===== config.mk =====
export PLATFORM = sky130hd
export DESIGN_NAME = resp_merge
export DESIGN_NICKNAME = d
export VERILOG_FILES = /design/src/common/local_mem_pkg.sv /design/src/hw/resp_merge.sv
export VERILOG_INCLUDE_DIRS = /design/src /design/src/common
export SDC_FILE = /design/constraint.sdc
export NUM_CORES = 1
export LEC_CHECK = 0
export BUFFER_PORTS_ARGS = -buffer_cell sky130_fd_sc_hd__buf_2
export CAP_MARGIN = 10
export CELL_PAD_IN_SITES_DETAIL_PLACEMENT = 0
export CELL_PAD_IN_SITES_GLOBAL_PLACEMENT = 1
export CORE_MARGIN = 2
export CORE_UTILIZATION = 30
export DETAILED_ROUTE_END_ITERATION = 10
export GPL_ROUTABILITY_DRIVEN = 0
export HOLD_SLACK_MARGIN = 0.02
export PLACE_DENSITY_LB_ADDON = 0.1
export REMOVE_ABC_BUFFERS = 1
export SETUP_SLACK_MARGIN = 0.4
export SYNTH_ARGS = -nofsm -noshare
export SYNTH_HDL_FRONTEND = slang
export SYNTH_SLANG_ARGS = --single-unit

===== constraint.sdc =====
create_clock -name axi_afu_if -period 3.5 [get_ports axi_afu_if]
set_input_delay 0.175 -clock axi_afu_if [delete_from_list [all_inputs] [get_ports axi_afu_if]]
set_output_delay 0.175 -clock axi_afu_if [all_outputs]
set_load 0.01 [all_outputs]

===== src/common/local_mem_consts.svh =====
/* Width, burst limit, memory depth and timing stage constants
   shared by the local memory shim */

`ifndef LOCAL_MEM_CONSTS_SVH
`define LOCAL_MEM_CONSTS_SVH

// Word address and data beat widths
`define LM_ADDR_W 10
`define LM_DATA_W 32

// Transaction ID width, returned unchanged with every response
`define LM_ID_W 4

// AFU burst length field holds beats minus one, so up to 16 beats
`define LM_AFU_LEN_W 4

// Largest burst the memory side accepts
`define LM_FIU_MAX_BEATS 4

// Number of words in the local memory array
`define LM_MEM_DEPTH 1024

// Default number of timing register stages in front of the memory
`define LM_SUGGESTED_REG_STAGES 2

`endif


===== src/common/local_mem_pkg.sv =====
/* Types for the local memory shim: vector typedefs for addresses,
   data, IDs and lengths, the operation enum and the decode FSM states */

`include "local_mem_consts.svh"

package local_mem_pkg;

    // One word address into the local memory
    typedef logic [`LM_ADDR_W-1:0] lm_addr_t;

    // One data beat
    typedef logic [`LM_DATA_W-1:0] lm_data_t;

    // Request ID as issued by the AFU
    typedef logic [`LM_ID_W-1:0] lm_id_t;

    // Burst length in beats minus one
    typedef logic [`LM_AFU_LEN_W-1:0] lm_len_t;

    // Operation carried on the shared command channel
    typedef enum logic {
        LM_OP_READ,
        LM_OP_WRITE
    } lm_op_e;

    // Burst splitter FSM
    typedef enum logic {
        DEC_IDLE,
        DEC_SPLIT
    } dec_state_e;

endpackage


===== src/hw/resp_merge.sv =====
/* Response merger: turns per-chunk results into AFU read beats and
   a single write response per AFU burst */

`timescale 1ns/1ps
`include "local_mem_consts.svh"

module resp_merge
    import local_mem_pkg::*;
(
    input  logic     axi_afu_if,
    input  logic     rst_n,

    // Result channel from the memory side
    input  logic     res_valid,
    input  lm_op_e   res_op,
    input  lm_data_t res_data,
    input  lm_id_t   res_id,
    input  logic     res_last,
    input  logic     res_no_reply,
    output logic     res_ready,

    // AFU read response
    output logic     rvalid,
    output lm_data_t rdata,
    output lm_id_t   rid,
    output logic     rlast,
    input  logic     rready,

    // AFU write response
    output logic     bvalid,
    output lm_id_t   bid,
    input  logic     bready
);

    logic rd_fire;
    logic wr_fire;

    // No-reply write results are always consumed since they produce nothing
    assign res_ready = (res_op == LM_OP_READ) ? (!rvalid || rready) :
                       (res_no_reply || !bvalid || bready);

    assign rd_fire = res_valid && res_ready && (res_op == LM_OP_READ);
    assign wr_fire = res_valid && res_ready && (res_op == LM_OP_WRITE) && !res_no_reply;

    // Output valids are held until the AFU takes them
    always_ff @(posedge axi_afu_if)
    begin
        if (!rst_n)
        begin
            rvalid <= 1'b0;
            bvalid <= 1'b0;
        end
        else
        begin
            if (rd_fire)
                rvalid <= 1'b1;
            else if (rready)
                rvalid <= 1'b0;

            if (wr_fire)
                bvalid <= 1'b1;
            else if (bready)
                bvalid <= 1'b0;
        end
    end

    // Only the last chunk of a burst may close it on the AFU side
    always_ff @(posedge axi_afu_if)
    begin
        if (rd_fire)
        begin
            rdata <= res_data;
            rid   <= res_id;
            rlast <= res_last && !res_no_reply;
        end
        if (wr_fire)
            bid <= res_id;
    end

endmodule


==> results of run 1 <==
[kinds of logic (layout without fill, tap and decap cells)]
family                 Yosys count  after routing  synth area share
flip-flops                      43             43             0.933
buffers and inverters            0             95                 0
AO/OA/AOI/OAI                    3              3            0.0248
AND/OR/NAND/NOR                  9              9            0.0422
[per-layer routing]
metal | track usage | vias to the layer above | part of all wire
met4 | 0.0566 | 0 | 0.022
met1 | 0.113 | 379 | 0.37
li1 | - | 400 | -
met5 | 0 | - | 0
met2 | 0.174 | 49 | 0.50
met3 | 0.0534 | 5 | 0.11
[worst register-to-register path: stages, from the launching register on]
cell      delay, ns
dfxtp_1        0.31
nand2b_1       0.15
nor2b_4        0.86
[worst max-delay path by stage]
stage          slack, ns   endpoint    from  cells after the start
3_5_place_dp        1.73   rdata[0]  res_op                      3
3_3_place_gp        1.80   rdata[0]  res_op                      3
4_1_cts             1.74   rdata[9]  rvalid                      2
2_1_floorplan       0.91   rdata[0]  rvalid                      2
5_1_grt             1.64  rdata[27]  rvalid                      2
6_report            1.78   rdata[9]  rvalid                      2
[through the flow]
| stage | hold WS [ns] | total power [mW] | cell area, sq um | setup slack [ns] | util |
|---|---|---|---|---|---|
| after global routing | 0.0408 | 0.998 | 1950 | 1.64 | 0.448 |
| after detailed placement | 0.353 | 0.677 | 1870 | 1.73 | 0.430 |
| after floorplan | 0.274 | 0.631 | 1360 | 0.908 | - |
| after CTS | 0.0444 | 0.972 | 1950 | 1.74 | 0.448 |
| after global placement | 0.352 | 0.675 | 1870 | 1.80 | 0.430 |
| final | 0.0568 | 0.956 | 1950 | 1.78 | 0.448 |
[Yosys cell counts (all sizes together)]
master / number / area, sq um
nor2: 1 / 3.75
a2bb2oi: 1 / 15.0
and2b: 2 / 15.0
nor2b: 2 / 12.5
edfxtp: 41 / 1230
nand3b: 1 / 7.51
dfxtp: 2 / 40.0
nand2b: 3 / 18.8
a21boi: 2 / 18.8
[flip-flops by register name, indices dropped and copies added, names as in the netlist]
| name | cells |
|---|---|
| rlast | 1 |
| rvalid | 1 |
| bid | 4 |
| rid | 4 |
| bvalid | 1 |
| rdata | 32 |
[cell usage in the layout, fill, tap and decap left out, types with 2 or more instances in the layout]
| master | n |
|---|---|
| buf_2 | 87 |
| dfxtp_1 | 2 |
| and2b_1 | 2 |
| clkinv_1 | 2 |
| nand2b_1 | 3 |
| edfxtp_1 | 41 |
| clkbuf_8 | 5 |
[power by group through the flow]
| stage | combinational [mW] | clock, mW | sequential (mW) |
|---|---|---|---|
| 2_1_floorplan | 0.0127 | 0 | 0.618 |
| 6_report | 0.0707 | 0.293 | 0.593 |
| 3_5_place_dp | 0.0724 | 0 | 0.605 |
| 3_3_place_gp | 0.0710 | 0 | 0.604 |
| 5_1_grt | 0.0779 | 0.325 | 0.595 |
| 4_1_cts | 0.0726 | 0.306 | 0.593 |
[layout make-up]
class	count	area, sq um	share of cell area
clock inverters	2	7.51	0.00385
flip-flops and latches	43	1270	0.652
clock buffers	6	72.6	0.0372
repair buffers	87	435	0.223
multi-input cells	12	98.8	0.0507
well taps	52	65.1	0.0334
==> impl_results.md, run 1 <==
- Run status: completed
- CTS resizes: 0
- Num rows: 24
- Die Y: 71.4 um
- Initial antenna violation count: 0
- Core area: 4350 sq um
- Final setup viols: 0
- Worst Hold Endpoint: rdata[27]
- Worst Reg2Reg Path Length in Cells: 2
- Max frequency: roughly 0.58 GHz
- Post-Syn Area: ~1400 sq um
- Tcrit/Tclk final: 0.492
- GRT overflow: 0
- Cts hold-fix bufs: 0
- Family with the most delay on the worst path: simple AND/OR/NAND/NOR gates
- Clock share of power: 0.306
- First-pass GRT wire length: just under 4000 um
- Worst path required time: between 3 and 4 ns
- Gr usage total: 0.107
- Seq/Total Area, Yosys: 0.933
- VDD IR max: about 0.00017 V
- Max Cap Viol: 0
- H-Tree Depth: 2
- Leak: ~0.83 nW
- Hold Crit Depth: 1
- DR WL/cell: around 13 um
- YS warnings: 0
- Syn Inst Count: 55
- Clk root buf: clkbuf_8
- PD cells: a little under 500 nW/um^2
- DIE AREA: 5100 sq um
- TritonCTS clock tree: built
- Logic gate share of total power: 0.074
- Critical-path cell list: nand2b_1 -> nor2b_4
- Worst Path Arrival: about 1.6 ns
- R2r setup slk: ~1.8 ns
- Reg2reg start: rvalid
- Residual DRC: 0
- Clock sinks: 43
- Slew headroom: 0.318
- Top Ports: between 80 and 90
- Placed insts: approximately 190
- Final hold violation count: 0
- Syn_area_per_cell: ~25 sq um
- CTS buffer count: 5
- Buf/Inv on CP: 0
- Router iterations before antenna repair: 4
- I/O Buffers: between 80 and 90
- Final net count: between 150 and 200
- TNS Setup: 0 ns
- # diodes: 0
- Sw Ratio: 0.207
- Hold Crit Class: in2reg
- FILL cells: slightly below 400
- Drt initial violations: 55
- CP Max Fanout: 37
- NetSw: around 200 uW
- Clk slew on worst S/H paths: 0.08 ns
- Share of cells above drive strength 1: 0.633
- CP Class: reg2reg
- Final Critical Period: approximately 1.7 ns
- Slew Limit Fails: 0
- Area Overhead vs Synth: 43.2%
- Skew final: roughly 0.0036 ns
- Clk_lat worst skew: 0.29 ns
- Via Count: between 800 and 900
- Worst Setup Start Kind: flop
- Largest stage delay on the critical path: 0.86 ns
- Slew @ Worst Pin: just over 1 ns
- RSZ-0062 raised after global routing: false
- Initial core utilization: 0.313
- Vias in the first global route: approximately 780
- Postcts setup bufs: 0
- Critical Path End Type: flop
- Max Root-Sink Buffers: 2
- ANT nets after route: 0
- Internal power: approximately 760 uW
- Count of different cell masters after synthesis: 10
- #FFs+latches synth: 43
- Largest net degree at the start of global routing: 38
- Slowest cell on crit path: nor2b_4
- Hold path start: res_data[27]
- FF-to-FF End: rdata[9]
- Fin cells: ~200
- DRT Wirelength: ~2700 um
- Post-DR vias/cell: 4.12
- Die Width: approximately 70 um
- Sequential share of power: 0.620
Note: power is estimated with default switching activity, not from simulation.
==> run 2, diff against run 1 <==
--- a/config.mk
+++ b/config.mk
@@ -11,7 +11,7 @@
 export CELL_PAD_IN_SITES_DETAIL_PLACEMENT = 0
 export CELL_PAD_IN_SITES_GLOBAL_PLACEMENT = 1
 export CORE_MARGIN = 2
-export CORE_UTILIZATION = 30
+export CORE_UTILIZATION = 29
 export DETAILED_ROUTE_END_ITERATION = 10
 export GPL_ROUTABILITY_DRIVEN = 0
 export HOLD_SLACK_MARGIN = 0.02
==> constraint.sdc (replaced) <==
create_clock -name axi_afu_if -period 1.46 [get_ports axi_afu_if]
set_input_delay 0.073 -clock axi_afu_if [delete_from_list [all_inputs] [get_ports axi_afu_if]]
set_output_delay 0.073 -clock axi_afu_if [all_outputs]
set_load 0.01 [all_outputs]
==> impl_results.md, run 2 (synthesized netlist as in run 1, its figures left out) <==
- Die Y: slightly above 70 um
- PD cells: between 900 and 1000 nW/um^2
- Commonest non-fill, non-tap cell in the layout: buf_2
- Area Overhead vs Synth: 74.3%
- Largest register FFs: 32
- H-Tree Depth: 2
- Slew @ Worst Pin: between 0.2 and 0.25 ns
- DIE AREA: around 5300 sq um
- Internal power: approximately 1.9 mW
- Share of cells above drive strength 1: 0.556
- Reg with most FFs: rdata
- Num rows: 24
- RSZ-0062 raised after global routing: true
- CP Max Fanout: 14
- Final Core Density: 0.534
- Slew headroom: 0.858
- Drt initial violations: between 90 and 100
- Most frequent cells in the layout: buf_2 (87), edfxtp_1 (41), dlygate4sd3_1 (36)
- Final hold violation count: 0
- Skew final: slightly above 0.005 ns
- FF-to-FF End: rdata[21]
- I/O Buffers: 87
- Critical Path End Type: flop
- Max Cap Viol: 0
- Final setup viols: 0
- DR WL/cell: around 13 um
- Clk_lat worst skew: a little under 0.3 ns
- Fin cells: ~240
- Initial antenna violation count: 0
- Placed insts: between 150 and 200
- Worst Reg2Reg Path Length in Cells: 3
- TNS Setup: 0 ns
- DRT Wirelength: around 3000 um
- NetSw: roughly 490 uW
- # diodes: 0
- Final net count: about 230
- First-pass GRT wire length: approximately 4600 um
- CP startpoint: rvalid
- CP endpoint: rdata[21]
- R2r setup slk: just under 0.4 ns
- Clk root buf: clkbuf_8
- Hold_ws: about 0.048 ns
- Final WS setup: 0.385 ns
- Max frequency: approximately 0.93 GHz
- Clk slew on worst S/H paths: 0.07 ns
- Dpl hpwl: around 2200 um
- Sw Ratio: 0.205
- Final Critical Period: about 1.1 ns
- Gr usage total: 0.121
- VDD IR max: 0.000387 V
- Tcrit/Tclk final: 0.736
- Setup WS pre-CTS: roughly 0.27 ns
- Leak: around 1.0 nW
- CP Class: reg2reg
- Via Count: 994
- Largest registers: rdata: 32 flops, bid: 4 flops, rid: 4 flops
- Max Root-Sink Buffers: 2
- Worst path required time: between 1 and 1.5 ns
- Initial core utilization: 0.307
- FILL cells: just over 400
- Slew Limit Fails: 0
- Clock share of power: 0.289
- Run status: completed
- Post-DR vias/cell: slightly above 4
- CTS buffer count: 5
- Worst Path Arrival: between 1 and 1.5 ns
- Reg2reg start: rvalid
- Vias in the first global route: roughly 1000
- TritonCTS clock tree: built
- Largest net degree at the start of global routing: 24
- Core area: 4440 sq um
- ANT nets after route: 0
- Residual DRC: 0
- Router iterations before antenna repair: 2
- GRT overflow: 0
- Die Width: ~73 um
- Hold Crit Class: in2reg
- Clock sinks: 43
- Worst Setup Start Kind: flop
- Logic gate share of total power: 0.111
- Sequential share of power: 0.600
- Top Ports: 88
[run 2: metrics by stage]
stage | power [mW] | cell area (sq um)
4_1_cts | 2.41 | 2370
2_1_floorplan | 1.51 | 1360
5_1_grt | 2.47 | 2370
6_report | 2.37 | 2370
3_5_place_dp | 1.63 | 1900
3_3_place_gp | 1.63 | 1900
[run 2: power groups by stage]
stage	Clock [mW]	Combinational, mW	Sequential (mW)
detailed placement	0	0.184	1.45
finish	0.686	0.263	1.42
CTS	0.715	0.268	1.42
floorplan	0	0.0305	1.48
global placement	0	0.180	1.45
global route	0.761	0.286	1.43
[run 2: per-layer routing]
layer / share of wire / vias to the layer above / global-route usage / wire length (um)
li1: - / 479 / - / -
met1: 0.38 / 463 / 0.124 / 1180
met2: 0.53 / 48 / 0.211 / 1640
met3: 0.073 / 4 / 0.0472 / 226
met4: 0.014 / 0 / 0.0617 / 43
met5: 0 / - / 0 / 0
[run 2: worst min path at each step]
stage | start | to | slack (ns) | cells past startpoint
floorplan | res_id[0] | bid[0] | 0.17 | 0
global placement | res_data[24] | rdata[24] | 0.25 | 1
detailed placement | res_data[14] | rdata[14] | 0.25 | 1
CTS | rst_n | bvalid | 0.04 | 2
global route | rst_n | bvalid | 0.04 | 2
finish | rst_n | bvalid | 0.05 | 2
[run 2: area by class of cell]
cell class / instances / area, sq um / share of cell area
clock inverters: 2 / 8.76 / 0.00369
well taps: 52 / 65.1 / 0.0274
repair buffers: 127 / 842 / 0.355
clock buffers: 5 / 68.8 / 0.0290
multi-input cells: 12 / 116 / 0.0490
flip-flops and latches: 43 / 1270 / 0.536
[run 2: worst max-delay path, stage by stage, from the launching register on]
cell and delay [ns]:
dfxtp_2 0.34, nand2b_4 0.07, nor2b_4 0.18, buf_6 0.19
[run 2: timing repair]
item | in CTS | in global routing
hold endpoints to repair | 40 | 0
hold buffers | 36 | 0
buffers inserted | 2 | 0
endpoints found under the setup margin | 42 | 38
gates resized for setup | 7 | 0
==> run 3, diff against run 2 <==
==> constraint.sdc (replaced) <==
create_clock -name axi_afu_if -period 0.95 [get_ports axi_afu_if]
set_input_delay 0.0475 -clock axi_afu_if [delete_from_list [all_inputs] [get_ports axi_afu_if]]
set_output_delay 0.0475 -clock axi_afu_if [all_outputs]
set_load 0.01 [all_outputs]
==> impl_results.md, run 3 (synthesized netlist as in run 1, its figures left out) <==
- FILL cells: about 410
- Hold Crit Depth: 1
- Clk root buf: clkbuf_8
- Largest register FFs: 32
- Final hold violation count: 40
- Router iterations before antenna repair: 3
- DR WL/cell: between 10 and 15 um
- Die Y: 72.5 um
- Logic gate share of total power: 0.092
- CP Max Fanout: 2
- Final std cell area, no fill: 2210 sq um
- Leak: 0.953 nW
- Slew @ Worst Pin: roughly 0.14 ns
- Reg with most FFs: rdata
- Initial core utilization: 0.307
- Post-DR vias/cell: between 4 and 5
- Via Count: a little under 900
- Top Ports: between 80 and 90
- Internal power: around 3.1 mW
- Area Overhead vs Synth: 62.1%
- Clock sinks: 43
- CP Class: reg2out
- Hold Crit Class: in2reg
- Residual DRC: 0
- Worst Reg2Reg Path Length in Cells: 4
- DRT Wirelength: slightly below 3000 um
- VDD IR max: approximately 0.00064 V
- Violated checks: negative hold slack, negative setup slack
- H-Tree Depth: 2
- Worst Setup Start Kind: flop
- Final Critical Period: between 1 and 1.5 ns
- Run status: complete, but fails checks
- Slew headroom: 0.905
- Clk_lat worst skew: between 0.2 and 0.3 ns
- Largest net degree at the start of global routing: 15
- Tcrit/Tclk final: 1.19
- ANT nets after route: 0
- Critical Path End Type: output port
- Setup WS pre-CTS: -0.140 ns
- CTS buffer count: 5
- Clock share of power: 0.345
- Placed Area: roughly 2000 sq um
- Max frequency: between 0.8 and 0.9 GHz
- Max Cap Viol: 0
- Die Width: between 70 and 80 um
- Initial antenna violation count: 0
- RSZ-0062 raised after global routing: true
- Share of cells above drive strength 1: 0.713
- Worst Path Arrival: 1.08 ns
- Gr usage total: 0.110
- Num rows: 24
- NetSw: 744 uW
- Slew Limit Fails: 0
- GRT overflow: 0
- TNS Setup: -6.23 ns
- I/O Buffers: 87
- Clk slew on worst S/H paths: around 0.08 ns
- Drt initial violations: between 60 and 70
- Vias in the first global route: a little over 900
- TritonCTS clock tree: built
- # diodes: 0
- Largest registers: rdata: 32 flops, bid: 4 flops, rid: 4 flops
- Skew final: ~0.003 ns
- PD cells: between 1500 and 2000 nW/um^2
- Most frequent cells in the layout: buf_2 (84), edfxtp_1 (41), buf_6 (7)
- Hold_ws: -0.0688 ns
- Sequential share of power: 0.563
- Max Root-Sink Buffers: 2
- Core area: about 4400 sq um
- Final Core Density: 0.497
- Worst path required time: 0.90 ns
- Final WS setup: -0.180 ns
- Commonest non-fill, non-tap cell in the layout: buf_2
- First-pass GRT wire length: roughly 4300 um
- Final net count: 207
- Final setup viols: 39
- Sw Ratio: 0.192
- DIE AREA: 5260 sq um
- Pwr Total: approximately 3.9 mW
-- run 3: cell count changes in the layout (fill, tap and decap cells not counted), sizes merged --
cell | before | now
dlygate4sd3 | 36 | 0
buf | 91 | 100
bufinv | 0 | 1
clkbuf | 5 | 6
-- run 3: power groups by stage --
stage	clock network, mW	registers [mW]	logic (mW)
finish	1.34	2.19	0.358
global placement	0	2.22	0.298
CTS	1.39	2.19	0.345
detailed placement	0	2.23	0.304
global route	1.47	2.19	0.390
floorplan	0	2.28	0.0469
-- run 3: layer usage --
metal	wire length [um]	share of wire	up-vias	GRT usage
li1	-	-	426	-
met1	1010	0.35	407	0.116
met2	1630	0.56	45	0.199
met3	238	0.082	4	0.0333
met4	26	0.0090	0	0.0494
met5	0	0	-	0
-- run 3: path summary, 6_finish.rpt --
check	end	slack [ns]	startpoint
max	res_ready	-0.18	bvalid
min	rdata[22]	-0.07	res_data[22]
max reg2reg	rdata[30]	-0.17	rvalid
min reg2reg	rvalid	0.57	rvalid
-- run 3: timing repair --
action	CTS	global route
gates cloned	1	1
endpoints found under the setup margin	87	87
endpoints found under the hold margin	42	41
resized for setup	11	4
buffers inserted	4	0
pin swaps	1	2
-- run 3: final cells by class --
class,count,area (sq um),area share
repair buffers,101,637,0.288
well taps,52,65.1,0.0295
clock inverters,3,38.8,0.0176
flip-flops and latches,43,1270,0.577
multi-input cells,12,125,0.0567
clock buffers,5,68.8,0.0312
-- run 3: worst max-delay path, stage by stage, from the launching register on --
cell and delay (ns):
dfxtp_2 0.33, nor2b_4 0.12, buf_6 0.10, a2bb2oi_2 0.11, buf_2 0.14
-- run 3: per-stage QoR --
| step | instances | hold slack (ns) |
|---|---|---|
| after detailed placement | 202 | 0.226 |
| after CTS | 215 | -0.0793 |
| after global placement | 202 | 0.225 |
| after floorplan | 55 | 0.146 |
| after global routing | 216 | -0.0787 |
| final | 216 | -0.0688 |
