$ cat config.mk
export PLATFORM = sky130hd
export DESIGN_NAME = burst_decode
export DESIGN_NICKNAME = d
export VERILOG_FILES = /design/src/common/local_mem_pkg.sv /design/src/hw/burst_decode.sv
export VERILOG_INCLUDE_DIRS = /design/src /design/src/common
export SDC_FILE = /design/constraint.sdc
export NUM_CORES = 1
export LEC_CHECK = 0
export BUFFER_PORTS_ARGS = -buffer_cell sky130_fd_sc_hd__buf_4
export CORE_ASPECT_RATIO = 1.5
export CORE_MARGIN = 5
export CORE_UTILIZATION = 42
export DETAILED_ROUTE_END_ITERATION = 16
export PLACE_DENSITY = 0.7
export SYNTH_ARGS = -nofsm -noshare
export SYNTH_HDL_FRONTEND = slang
export SYNTH_SLANG_ARGS = --single-unit
$ cat constraint.sdc
create_clock -name axi_afu_if -period 4.7 [get_ports axi_afu_if]
set_input_delay 0.94 -clock axi_afu_if [delete_from_list [all_inputs] [get_ports axi_afu_if]]
set_output_delay 0.94 -clock axi_afu_if [all_outputs]
set_load 0.03 [all_outputs]
$ cat src/common/local_mem_consts.svh
/* Width, burst limit, memory depth and timing stage constants
   shared by the local memory shim */

`ifndef LOCAL_MEM_CONSTS_SVH
`define LOCAL_MEM_CONSTS_SVH

// Word address and data beat widths
`define LM_ADDR_W 10
`define LM_DATA_W 32

// Transaction ID width, returned unchanged with every response
`define LM_ID_W 4

// AFU burst length field holds beats minus one, so up to 16 beats
`define LM_AFU_LEN_W 4

// Largest burst the memory side accepts
`define LM_FIU_MAX_BEATS 4

// Number of words in the local memory array
`define LM_MEM_DEPTH 1024

// Default number of timing register stages in front of the memory
`define LM_SUGGESTED_REG_STAGES 2

`endif

$ cat src/common/local_mem_pkg.sv
/* Types for the local memory shim: vector typedefs for addresses,
   data, IDs and lengths, the operation enum and the decode FSM states */

`include "local_mem_consts.svh"

package local_mem_pkg;

    // One word address into the local memory
    typedef logic [`LM_ADDR_W-1:0] lm_addr_t;

    // One data beat
    typedef logic [`LM_DATA_W-1:0] lm_data_t;

    // Request ID as issued by the AFU
    typedef logic [`LM_ID_W-1:0] lm_id_t;

    // Burst length in beats minus one
    typedef logic [`LM_AFU_LEN_W-1:0] lm_len_t;

    // Operation carried on the shared command channel
    typedef enum logic {
        LM_OP_READ,
        LM_OP_WRITE
    } lm_op_e;

    // Burst splitter FSM
    typedef enum logic {
        DEC_IDLE,
        DEC_SPLIT
    } dec_state_e;

endpackage

$ cat src/hw/burst_decode.sv
/* Burst splitter: accepts AFU burst commands and issues memory-side
   chunk commands of at most LM_FIU_MAX_BEATS beats with no-reply flags */

`timescale 1ns/1ps
`include "local_mem_consts.svh"

module burst_decode
    import local_mem_pkg::*;
(
    input  logic       axi_afu_if,
    input  logic       rst_n,

    // AFU command channel
    input  logic       cmd_valid,
    input  lm_op_e     cmd_op,
    input  lm_addr_t   cmd_addr,
    input  lm_len_t    cmd_len,
    input  lm_id_t     cmd_id,
    output logic       cmd_ready,

    // Chunk channel toward the memory side
    output logic       chk_valid,
    output lm_op_e     chk_op,
    output lm_addr_t   chk_addr,
    output logic [2:0] chk_beats,
    output lm_id_t     chk_id,
    output logic       chk_no_reply,
    input  logic       chk_ready
);

    // Remaining beat count needs one bit more than the length field
    localparam int REM_W = `LM_AFU_LEN_W + 1;
    localparam logic [REM_W-1:0] MAX_BEATS = REM_W'(`LM_FIU_MAX_BEATS);

    dec_state_e       state;
    logic             boot_done;
    logic [REM_W-1:0] rem_beats;
    lm_op_e           cur_op;
    lm_addr_t         cur_addr;
    lm_id_t           cur_id;
    logic             cmd_fire;
    logic             chk_fire;
    logic             last_chunk;

    // Commands are taken only in idle, and never in the first cycle out of reset
    assign cmd_ready = boot_done && (state == DEC_IDLE);
    assign cmd_fire  = cmd_valid && cmd_ready;

    // A chunk is offered for as long as the burst is being split
    assign chk_valid = (state == DEC_SPLIT);
    assign chk_fire  = chk_valid && chk_ready;

    // The final chunk is whatever is left once it fits in one memory burst
    assign last_chunk   = (rem_beats <= MAX_BEATS);
    assign chk_beats    = last_chunk ? rem_beats[2:0] : MAX_BEATS[2:0];
    assign chk_no_reply = !last_chunk;
    assign chk_op       = cur_op;
    assign chk_addr     = cur_addr;
    assign chk_id       = cur_id;

    // FSM and beat counter
    always_ff @(posedge axi_afu_if)
    begin
        if (!rst_n)
        begin
            state     <= DEC_IDLE;
            boot_done <= 1'b0;
            rem_beats <= '0;
        end
        else
        begin
            boot_done <= 1'b1;
            if (cmd_fire)
            begin
                state     <= DEC_SPLIT;
                rem_beats <= REM_W'(cmd_len) + REM_W'(1);
            end
            else if (chk_fire)
            begin
                rem_beats <= rem_beats - REM_W'(chk_beats);
                // Going idle here lets cmd_ready rise on the next cycle
                if (last_chunk)
                    state <= DEC_IDLE;
            end
        end
    end

    // Latched command fields; the address walks forward one chunk at a time
    always_ff @(posedge axi_afu_if)
    begin
        if (cmd_fire)
        begin
            cur_op   <= cmd_op;
            cur_addr <= cmd_addr;
            cur_id   <= cmd_id;
        end
        else if (chk_fire)
        begin
            cur_addr <= cur_addr + lm_addr_t'(chk_beats);
        end
    end

endmodule

==> metrics.txt, run 1 <==
Post-DRT Antenna Nets 0; max-cap violations 0; Net Sw Power 147 µW; r2r endpoint chk_addr[6]; fin util 58.5%; largest net degree at the start of global routing 26; DR vias 1046; # IOs 44; grt ovf 0; Nets 193; Mapped Area 0.00118 mm²; fmax 405 MHz; Worst VDD drop 0.000202 V; clock share of power 24.3%; Reg-to-Reg Start rem_beats[1]; wire length of the first global-routing pass 4440 µm; Sequential Area 591 µm²; Placer Congestion 0.920; die footprint 0.00400 mm²; Max H-tree Level 1; Flop pwr share 49.3%; post-synthesis sequential area ratio 49.9%; DP HPWL 2280 µm; vias in the first global route 1051; Post-synth ARST share 0%; DR vias/cell 5.23; Residual DRC 0; iteration count of the initial detailed-routing pass 4; Post-Route Setup TNS 0 ps; worst hold path type flop to flop; flops & latches, synth 22; R2R Setup Slk 2410 ps; # port buffers 43; Post-Syn Nets 148; Final Routed Wirelength 2860 µm; Multi-input gate area 567 µm²; Sw Ratio 30.5%; P&R area growth vs syn 33.9%; total CTS buffers 3; crit path cell chain or3_1 -> nor2_1 -> buf_4; Die X 53.3 µm; RSZ-0062 raised after global routing false; Final Hold Viols 0; most frequent cells in the layout buf_4 (43), nand2_1 (20), edfxtp_1 (15); Crit Path Max Fanout 8; Post-Route Skew 1.61 ps; Core Footprint 0.00271 mm²; DP Worst Slack 2310 ps; CP endpoint chk_beats[1]; most common cell after layout, fill and taps aside buf_4; Hold-fix buffers, CTS 0; fillers 267; CP Data Required Time 3760 ps; Reg2Reg Depth 8; Ys Warns 0; dominant synthesized flop cell edfxtp_1; Synth Instances 119; Startpoint Class flop; CP bufs+invs 1; crit share post-route 52.6%; starting density of the core 43.7%; die height 75.0 µm; critical path's slowest cell or3_1; n_diodes 0; Int Pwr 336 µW; Post-Syn Area per Cell 9.94 µm²; min Tclk post-route 2470 ps; CP arrival 1530 ps; status finished clean; Max Transition Viols Final 0; initial antenna violation count 0; drt first-iter violations 30; Post-synth EDFFs 15; Leak Pwr 0.672 nW; synth unique cells 34; share of layout cells above drive strength 1 30.1%; CTS root buffer clkbuf_8; power density cells 306 mW/mm²; CP startpoint rem_beats[2]; post-cts sizing count 0; CP delay by family, top simple AND/OR/NAND/NOR gates; combinational share of power 26.4%; clock sinks 22; Final Setup Violations 0; kind of critical path flop to output port; worst-margin pin slew 539 ps; FP Rows 23; Total GRT Usage 15.0%; CTS tree built; Final Cell Area 0.00158 mm²; placement-stage cell area 0.00154 mm²; Slew HR 64.0%; fin worst setup slack 2230 ps; Critical Path Max Stage Delay 450 ps; Clock Latency Late Sink 260 ps; clk buf depth 2; CP endpoint kind output port; WL per Instance 14.3 µm; clock-pin slew on the worst setup and hold paths 80 ps; cell count along the critical path 3; Post-CTS Setup Bufs 0
-- synth_stat cells (all sizes together) (2+ instances only) --
cell    count  area share, %
buf         2           0.85
nor2b       2            1.1
nand2      21            6.9
and3        2            1.1
a21o        2            1.3
dfxtp       7             12
xnor2       5            3.7
a21oi       6            2.5
nand4       3            1.6
nand3       7            3.0
xor2        4            3.0
or3         2            1.1
ha          5            5.3
inv         3           0.95
a31oi       2            1.1
edfxtp     15             38
o21ai      11            4.7
nor2        7            2.2
-- kinds of logic (layout without fill, tap and decap cells) --
family / count (synthesis) / after routing / synth area share [%]
other: 1 / 1 / 0.317
AO/OA/AOI/OAI: 27 / 27 / 14.5
adder cells (fa/ha/maj): 6 / 6 / 6.98
AND/OR/NAND/NOR: 48 / 48 / 19.5
buffers and inverters: 6 / 50 / 2.12
flip-flops: 22 / 22 / 49.9
XOR/XNOR: 9 / 9 / 6.67
-- cell type report --
type                       count  share of cell area, %
timing repair buffer          43                   20.4
clock inverter                 1                  0.237
sequential                    22                   37.3
multi-input combinational     91                   35.8
tap                           37                   2.92
inverter                       3                  0.711
clock buffer                   3                   2.61
-- worst register-to-register path, cell delays in order (launching register included) --
cell     delay, ps
dfxtp_1        460
o21ai_1        130
and3_1         230
ha_1           210
fa_1           410
a21o_1         230
nand4_1        110
xor2_1         180
o21ai_1         80
-- through the flow --
stage | cells | hold WS (ps) | power (mW)
2_1_floorplan | 119 | 463 | 0.321
3_3_place_gp | 196 | 521 | 0.369
3_5_place_dp | 196 | 544 | 0.372
4_1_cts | 200 | 555 | 0.487
5_1_grt | 200 | 572 | 0.511
6_report | 200 | 562 | 0.484
-- state kept, by name, indices dropped and copies added (netlist names) --
signal / count
boot_done: 1
chk_addr: 10
chk_id: 4
chk_op: 1
chk_valid: 1
rem_beats: 5
-- worst min-delay path by stage --
stage	start	end	slack [ps]	cells after the start
after floorplan	rem_beats[0]	rem_beats[0]	460	2
after global placement	rem_beats[0]	rem_beats[0]	520	2
after detailed placement	rem_beats[0]	rem_beats[0]	540	2
after CTS	rem_beats[0]	rem_beats[0]	550	2
after global routing	rem_beats[0]	rem_beats[0]	570	2
final	rem_beats[0]	rem_beats[0]	560	2
-- routing by layer --
metal	track usage (%)	wire, µm	up-vias
met3	3.37	205	4
met4	5.68	41	0
li1	-	-	520
met5	0	0	-
met2	28.5	1550	41
met1	15.3	1060	481
-- power groups by stage --
| stage | sequential [mW] | combinational (mW) | clock (mW) |
|---|---|---|---|
| 2_1_floorplan | 0.260 | 0.0606 | 0 |
| 3_5_place_dp | 0.243 | 0.128 | 0 |
| 6_report | 0.239 | 0.128 | 0.118 |
| 3_3_place_gp | 0.243 | 0.126 | 0 |
| 5_1_grt | 0.241 | 0.139 | 0.131 |
| 4_1_cts | 0.239 | 0.129 | 0.119 |
Note: power is estimated with default switching activity, not from simulation.
==> run 2, diff against run 1 <==
==> constraint.sdc (replaced) <==
create_clock -name axi_afu_if -period 2.5 [get_ports axi_afu_if]
set_input_delay 0.5 -clock axi_afu_if [delete_from_list [all_inputs] [get_ports axi_afu_if]]
set_output_delay 0.5 -clock axi_afu_if [all_outputs]
set_load 0.03 [all_outputs]
==> run 2 against run 1 <==
Utilization up 1.2 points; sequential cell count did not move; routed wire length grew 2.2%; die area unchanged; cell count rose by 0.50%.
==> metrics.txt, run 2 (synthesis gave the netlist of run 1 again) <==
status finished clean; CP bufs+invs 0 (-1); Post-CTS Setup Bufs 0 (unchanged); fmax 445 MHz; kind of critical path flop to flop; CP endpoint chk_addr[8]; CP arrival 2250 ps (+720 ps); n_diodes 0 (unchanged); grt ovf 0 (unchanged); share of layout cells above drive strength 1 31.1% (+1.0 points); vias in the first global route 1036 (-1.4%); # port buffers 43 (unchanged); Nets 194 (+0.52%); Hold-fix buffers, CTS 0 (unchanged); min Tclk post-route 2250 ps; CP endpoint kind flop; Core Footprint 0.00271 mm² (unchanged); Post-Route Skew 5.46 ps (+3.85 ps); Placer Congestion 0.892 (-3.0%); Total GRT Usage 15.1% (+0.12 points); total CTS buffers 3 (unchanged); CP startpoint rem_beats[2]; wire length of the first global-routing pass 4480 µm (+0.79%); crit path cell chain o21ai_1 -> and3_1 -> ha_1 -> fa_1 -> a21o_1 -> nand3_1 -> xor2_1 -> o21ai_1; # IOs 44 (unchanged); die footprint 0.00400 mm² (unchanged); Die X 53.3 µm (unchanged); crit share post-route 90.0%; CTS root buffer clkbuf_8; Final Routed Wirelength 2920 µm (+2.2%); Overall Power 1.02 mW (+110%); most common cell after layout, fill and taps aside buf_4; DR vias/cell 5.16 (-1.4%); DP HPWL 2360 µm (+3.7%); drt first-iter violations 26 (-13%); crit-path most repeated cell o21ai_1; Startpoint Class flop; Reg-to-Reg Start rem_beats[2]; R2R Setup Slk 250 ps (-2160 ps); starting density of the core 43.7% (unchanged); metal2 WL 1580 µm (+2.2%); Critical Path Max Stage Delay 440 ps (about the same); Final Hold Viols 0 (unchanged); P&R area growth vs syn 36.7%; CP delay by family, top adder cells; CTS tree built; Reg2Reg Depth 8 (unchanged); Post-DRT Antenna Nets 0 (unchanged); Post-Route Setup TNS 0 ps (unchanged); max FFs per register 10 (unchanged); Max Transition Viols Final 0 (unchanged); die height 75.0 µm (unchanged); clock sinks 22 (unchanged); r2r endpoint chk_addr[8]; most frequent cells in the layout buf_4 (44), nand2_1 (20), edfxtp_1 (15); iteration count of the initial detailed-routing pass 4 (unchanged); FP Rows 23 (unchanged); Residual DRC 0 (unchanged); Worst VDD drop 0.000332 V (+65%); cell count along the critical path 8 (+5); CP Data Required Time 2500 ps (-1260 ps); Clock Latency Late Sink 260 ps (about the same); clk buf depth 2 (unchanged); WL per Instance 14.5 µm (+1.7%); initial antenna violation count 0 (unchanged); worst hold path type input pin to flop; max-cap violations 0 (unchanged); critical path's slowest cell dfxtp_1; met3 WL post-DR 195 µm (-4.9%); Crit Path Max Fanout 8 (unchanged); largest net degree at the start of global routing 26 (unchanged); clock-pin slew on the worst setup and hold paths 80 ps (about the same); RSZ-0062 raised after global routing false; post-cts sizing count 0 (unchanged); Leak Pwr 0.689 nW (+2.5%); power density cells 628 mW/mm² (+110%); Top Metal Used met4; Max H-tree Level 1 (unchanged); WL met1 1100 µm (+3.5%); Final Setup Violations 0 (unchanged); DR vias 1037 (-0.86%)
[run 2: cell count changes in the layout (fill, tap and decap cells not counted)]
cell | before | now
buf_4 | 43 | 44
bufinv_16 | 0 | 1
clkinv_1 | 1 | 0
[run 2: where the power goes]
part / internal (mW) / switching, mW
Sequential: 0.424 / 0.0257
Clock: 0.213 / 0.110
Combinational: 0.101 / 0.141
Total: 0.738 / 0.277
[run 2: how the worst min path moves through the flow]
stage	start	end	cells after the start
6_report	rst_n	boot_done	1
5_1_grt	rst_n	boot_done	1
4_1_cts	rst_n	boot_done	1
2_1_floorplan	rem_beats[0]	rem_beats[0]	2
3_3_place_gp	rem_beats[0]	rem_beats[0]	2
3_5_place_dp	rem_beats[0]	rem_beats[0]	2
[run 2: final cells by class]
class                      count  area [µm²]
fill                         267        1090
tap                           37        46.3
clock buffer                   3        41.3
multi-input combinational     91         567
inverter                       3        11.3
timing repair buffer          44         330
clock inverter                 1        30.0
sequential                    22         591
[run 2: worst register-to-register path: stages, from the launching register on]
cell	delay [ps]
dfxtp_1	440
o21ai_1	150
and3_1	220
ha_1	200
fa_1	410
a21o_1	240
nand3_1	110
xor2_1	160
o21ai_1	70
[run 2: per-layer routing]
layer / GRT usage, % / vias up
li1: - / 524
met4: 5.97 / 0
met2: 29.2 / 34
met1: 15.3 / 475
met3: 2.77 / 4
met5: 0 / -
[run 2: through the flow]
stage	hold slack, ps	instance area, µm²	utilization [%]	setup WS (ps)	std cells
final	359	1620	59.8	250	201
after CTS	357	1620	59.8	262	201
after detailed placement	495	1550	57.1	278	197
after floorplan	463	1180	-	10.3	119
after global routing	349	1620	59.8	113	201
after global placement	484	1550	57.1	362	197
==> run 3, diff against run 2 <==
--- a/config.mk
+++ b/config.mk
@@ -8,7 +8,7 @@
 export LEC_CHECK = 0
 export BUFFER_PORTS_ARGS = -buffer_cell sky130_fd_sc_hd__buf_4
 export CORE_ASPECT_RATIO = 1.5
-export CORE_MARGIN = 5
+export CORE_MARGIN = 2
 export CORE_UTILIZATION = 42
 export DETAILED_ROUTE_END_ITERATION = 16
 export PLACE_DENSITY = 0.7
==> run 3 against run 2 <==
Utilization decreased by 0.34 points; register-to-register slack improved by 20 ps; clock power decreased by 32%; routed wire length decreased by 8.4%; critical path depth unchanged; first-iteration DRC count decreased by 46%; cell count unchanged; sequential cell count unchanged; die area decreased by 18%; via count about the same; fmax increased by 0.71%.
==> metrics.txt, run 3 (synthesis gave the netlist of run 1 again) <==
RSZ-0062 raised after global routing false; CTS tree built; Max H-tree Level 1 (unchanged); clock sinks 22 (unchanged); Sequential Area 591 µm² (unchanged); critical path's slowest cell dfxtp_1; total CTS buffers 3 (unchanged); most common cell after layout, fill and taps aside buf_4; fmax 448 MHz (+0.71%); Residual DRC 0 (unchanged); Post-CTS Setup Bufs 0 (unchanged); CP startpoint rem_beats[2]; Post-Route Skew 2.49 ps (-2.97 ps); fillers 239 (-10%); die footprint 0.00326 mm² (-18%); drt first-iter violations 14 (-46%); kind of critical path flop to flop; vias in the first global route 988 (-4.6%); CP arrival 2230 ps (-20 ps); WL met1 1110 µm (+0.73%); Overall Power 908 µW (-11%); Post-DRT Antenna Nets 0 (unchanged); placement-stage cell area 0.00155 mm² (unchanged); clk buf depth 2 (unchanged); Multi-input gate area 567 µm² (unchanged); status finished clean; min Tclk post-route 2230 ps (-15.8 ps); Worst VDD drop 0.000317 V (-4.6%); Final Hold Viols 0 (unchanged); Placer Congestion 0.831 (-6.8%); largest net degree at the start of global routing 26 (unchanged); wire length of the first global-routing pass 4210 µm (-6.0%); DR vias 1038 (+0.096%); metal2 WL 1380 µm (-12%); FP Rows 23 (unchanged); DR vias/cell 5.16 (about the same); max FFs per register 10 (unchanged); Total GRT Usage 18.2% (+3.2 points); initial antenna violation count 0 (unchanged); CP endpoint kind flop; grt ovf 0 (unchanged); Post-Route Setup TNS 0 ps (unchanged); Nets 194 (unchanged); n_diodes 0 (unchanged); met3 WL post-DR 129 µm (-34%); CP bufs+invs 0 (unchanged); crit share post-route 89.4% (-0.63 points); WL per Instance 13.3 µm (-8.4%); CTS root buffer clkbuf_8; P&R area growth vs syn 34.5%; max-cap violations 0 (unchanged); Final Routed Wirelength 2670 µm (-8.4%); hold_sp rst_n; DP HPWL 2070 µm (-12%); power density cells 571 mW/mm² (-9.1%); iteration count of the initial detailed-routing pass 4 (unchanged); crit-path most repeated cell o21ai_1; Leak Pwr 0.676 nW (-1.9%); Die X 47.3 µm (-11%); CP Data Required Time 2500 ps (about the same); Final Setup Violations 0 (unchanged); CP delay by family, top adder cells; post-cts sizing count 0 (unchanged); Core Footprint 0.00268 mm² (-1.1%); share of layout cells above drive strength 1 30.5% (-0.61 points); Clock Latency Late Sink 250 ps (about the same); Crit Path Max Fanout 8 (unchanged); # port buffers 43 (unchanged); Final Cell Area 0.00159 mm² (-1.6%); crit path cell chain o21ai_1 -> and3_1 -> ha_1 -> fa_1 -> a21o_1 -> nand4_1 -> xor2_1 -> o21ai_1; starting density of the core 44.2% (+0.47 points); Critical Path Max Stage Delay 440 ps (about the same); Startpoint Class flop; worst hold path type input pin to flop; Reg-to-Reg Start rem_beats[2]; Top Metal Used met4; Max Transition Viols Final 0 (unchanged); clock-pin slew on the worst setup and hold paths 80 ps (about the same); Hold-fix buffers, CTS 0 (unchanged); die height 69.0 µm (-8.0%); # IOs 44 (unchanged); most frequent cells in the layout buf_4 (44), nand2_1 (20), edfxtp_1 (15)
-- run 3: changes by cell type in the layout (fill, tap and decap cells not counted), sizes merged --
cell and change:
bufinv -1, clkbuf +1
-- run 3: worst register-to-register path, stage by stage (launching register included) --
cell     delay [ps]
dfxtp_1         440
o21ai_1         140
and3_1          220
ha_1            210
fa_1            410
a21o_1          230
nand4_1         110
xor2_1          160
o21ai_1          70
-- run 3: layout make-up --
type                       count  area share [%]
tap                           37            2.91
inverter                       3           0.708
sequential                    22            37.1
clock buffer                   4            2.83
timing repair buffer          44            20.8
multi-input combinational     91            35.6
-- run 3: per-stage QoR --
step	setup WS (ps)	std cells	hold slack, ps	utilization [%]
finish	266	201	364	59.4
global route	140	201	354	59.4
CTS	280	201	358	59.4
detailed placement	291	197	488	57.7
global placement	363	197	484	57.7
floorplan	10.3	119	463	-
-- run 3: final timing paths --
check	end	slack (ps)	cells after the start
hold / removal	boot_done	360	1
setup / recovery	chk_addr[6]	270	8
setup reg to reg	chk_addr[6]	270	8
hold reg to reg	rem_beats[0]	510	2
-- run 3: power by group --
| group | leakage, nW | switching, mW | internal, mW |
|---|---|---|---|
| Combinational | 0.454 | 0.139 | 0.101 |
| Sequential | 0.199 | 0.0257 | 0.424 |
| Clock | 0.0228 | 0.106 | 0.113 |
-- run 3: metal layers --
metal	vias to the layer above	track usage [%]
met5	-	0
met4	0	11.1
met3	4	2.86
met2	36	30.9
li1	523	-
met1	475	20.5
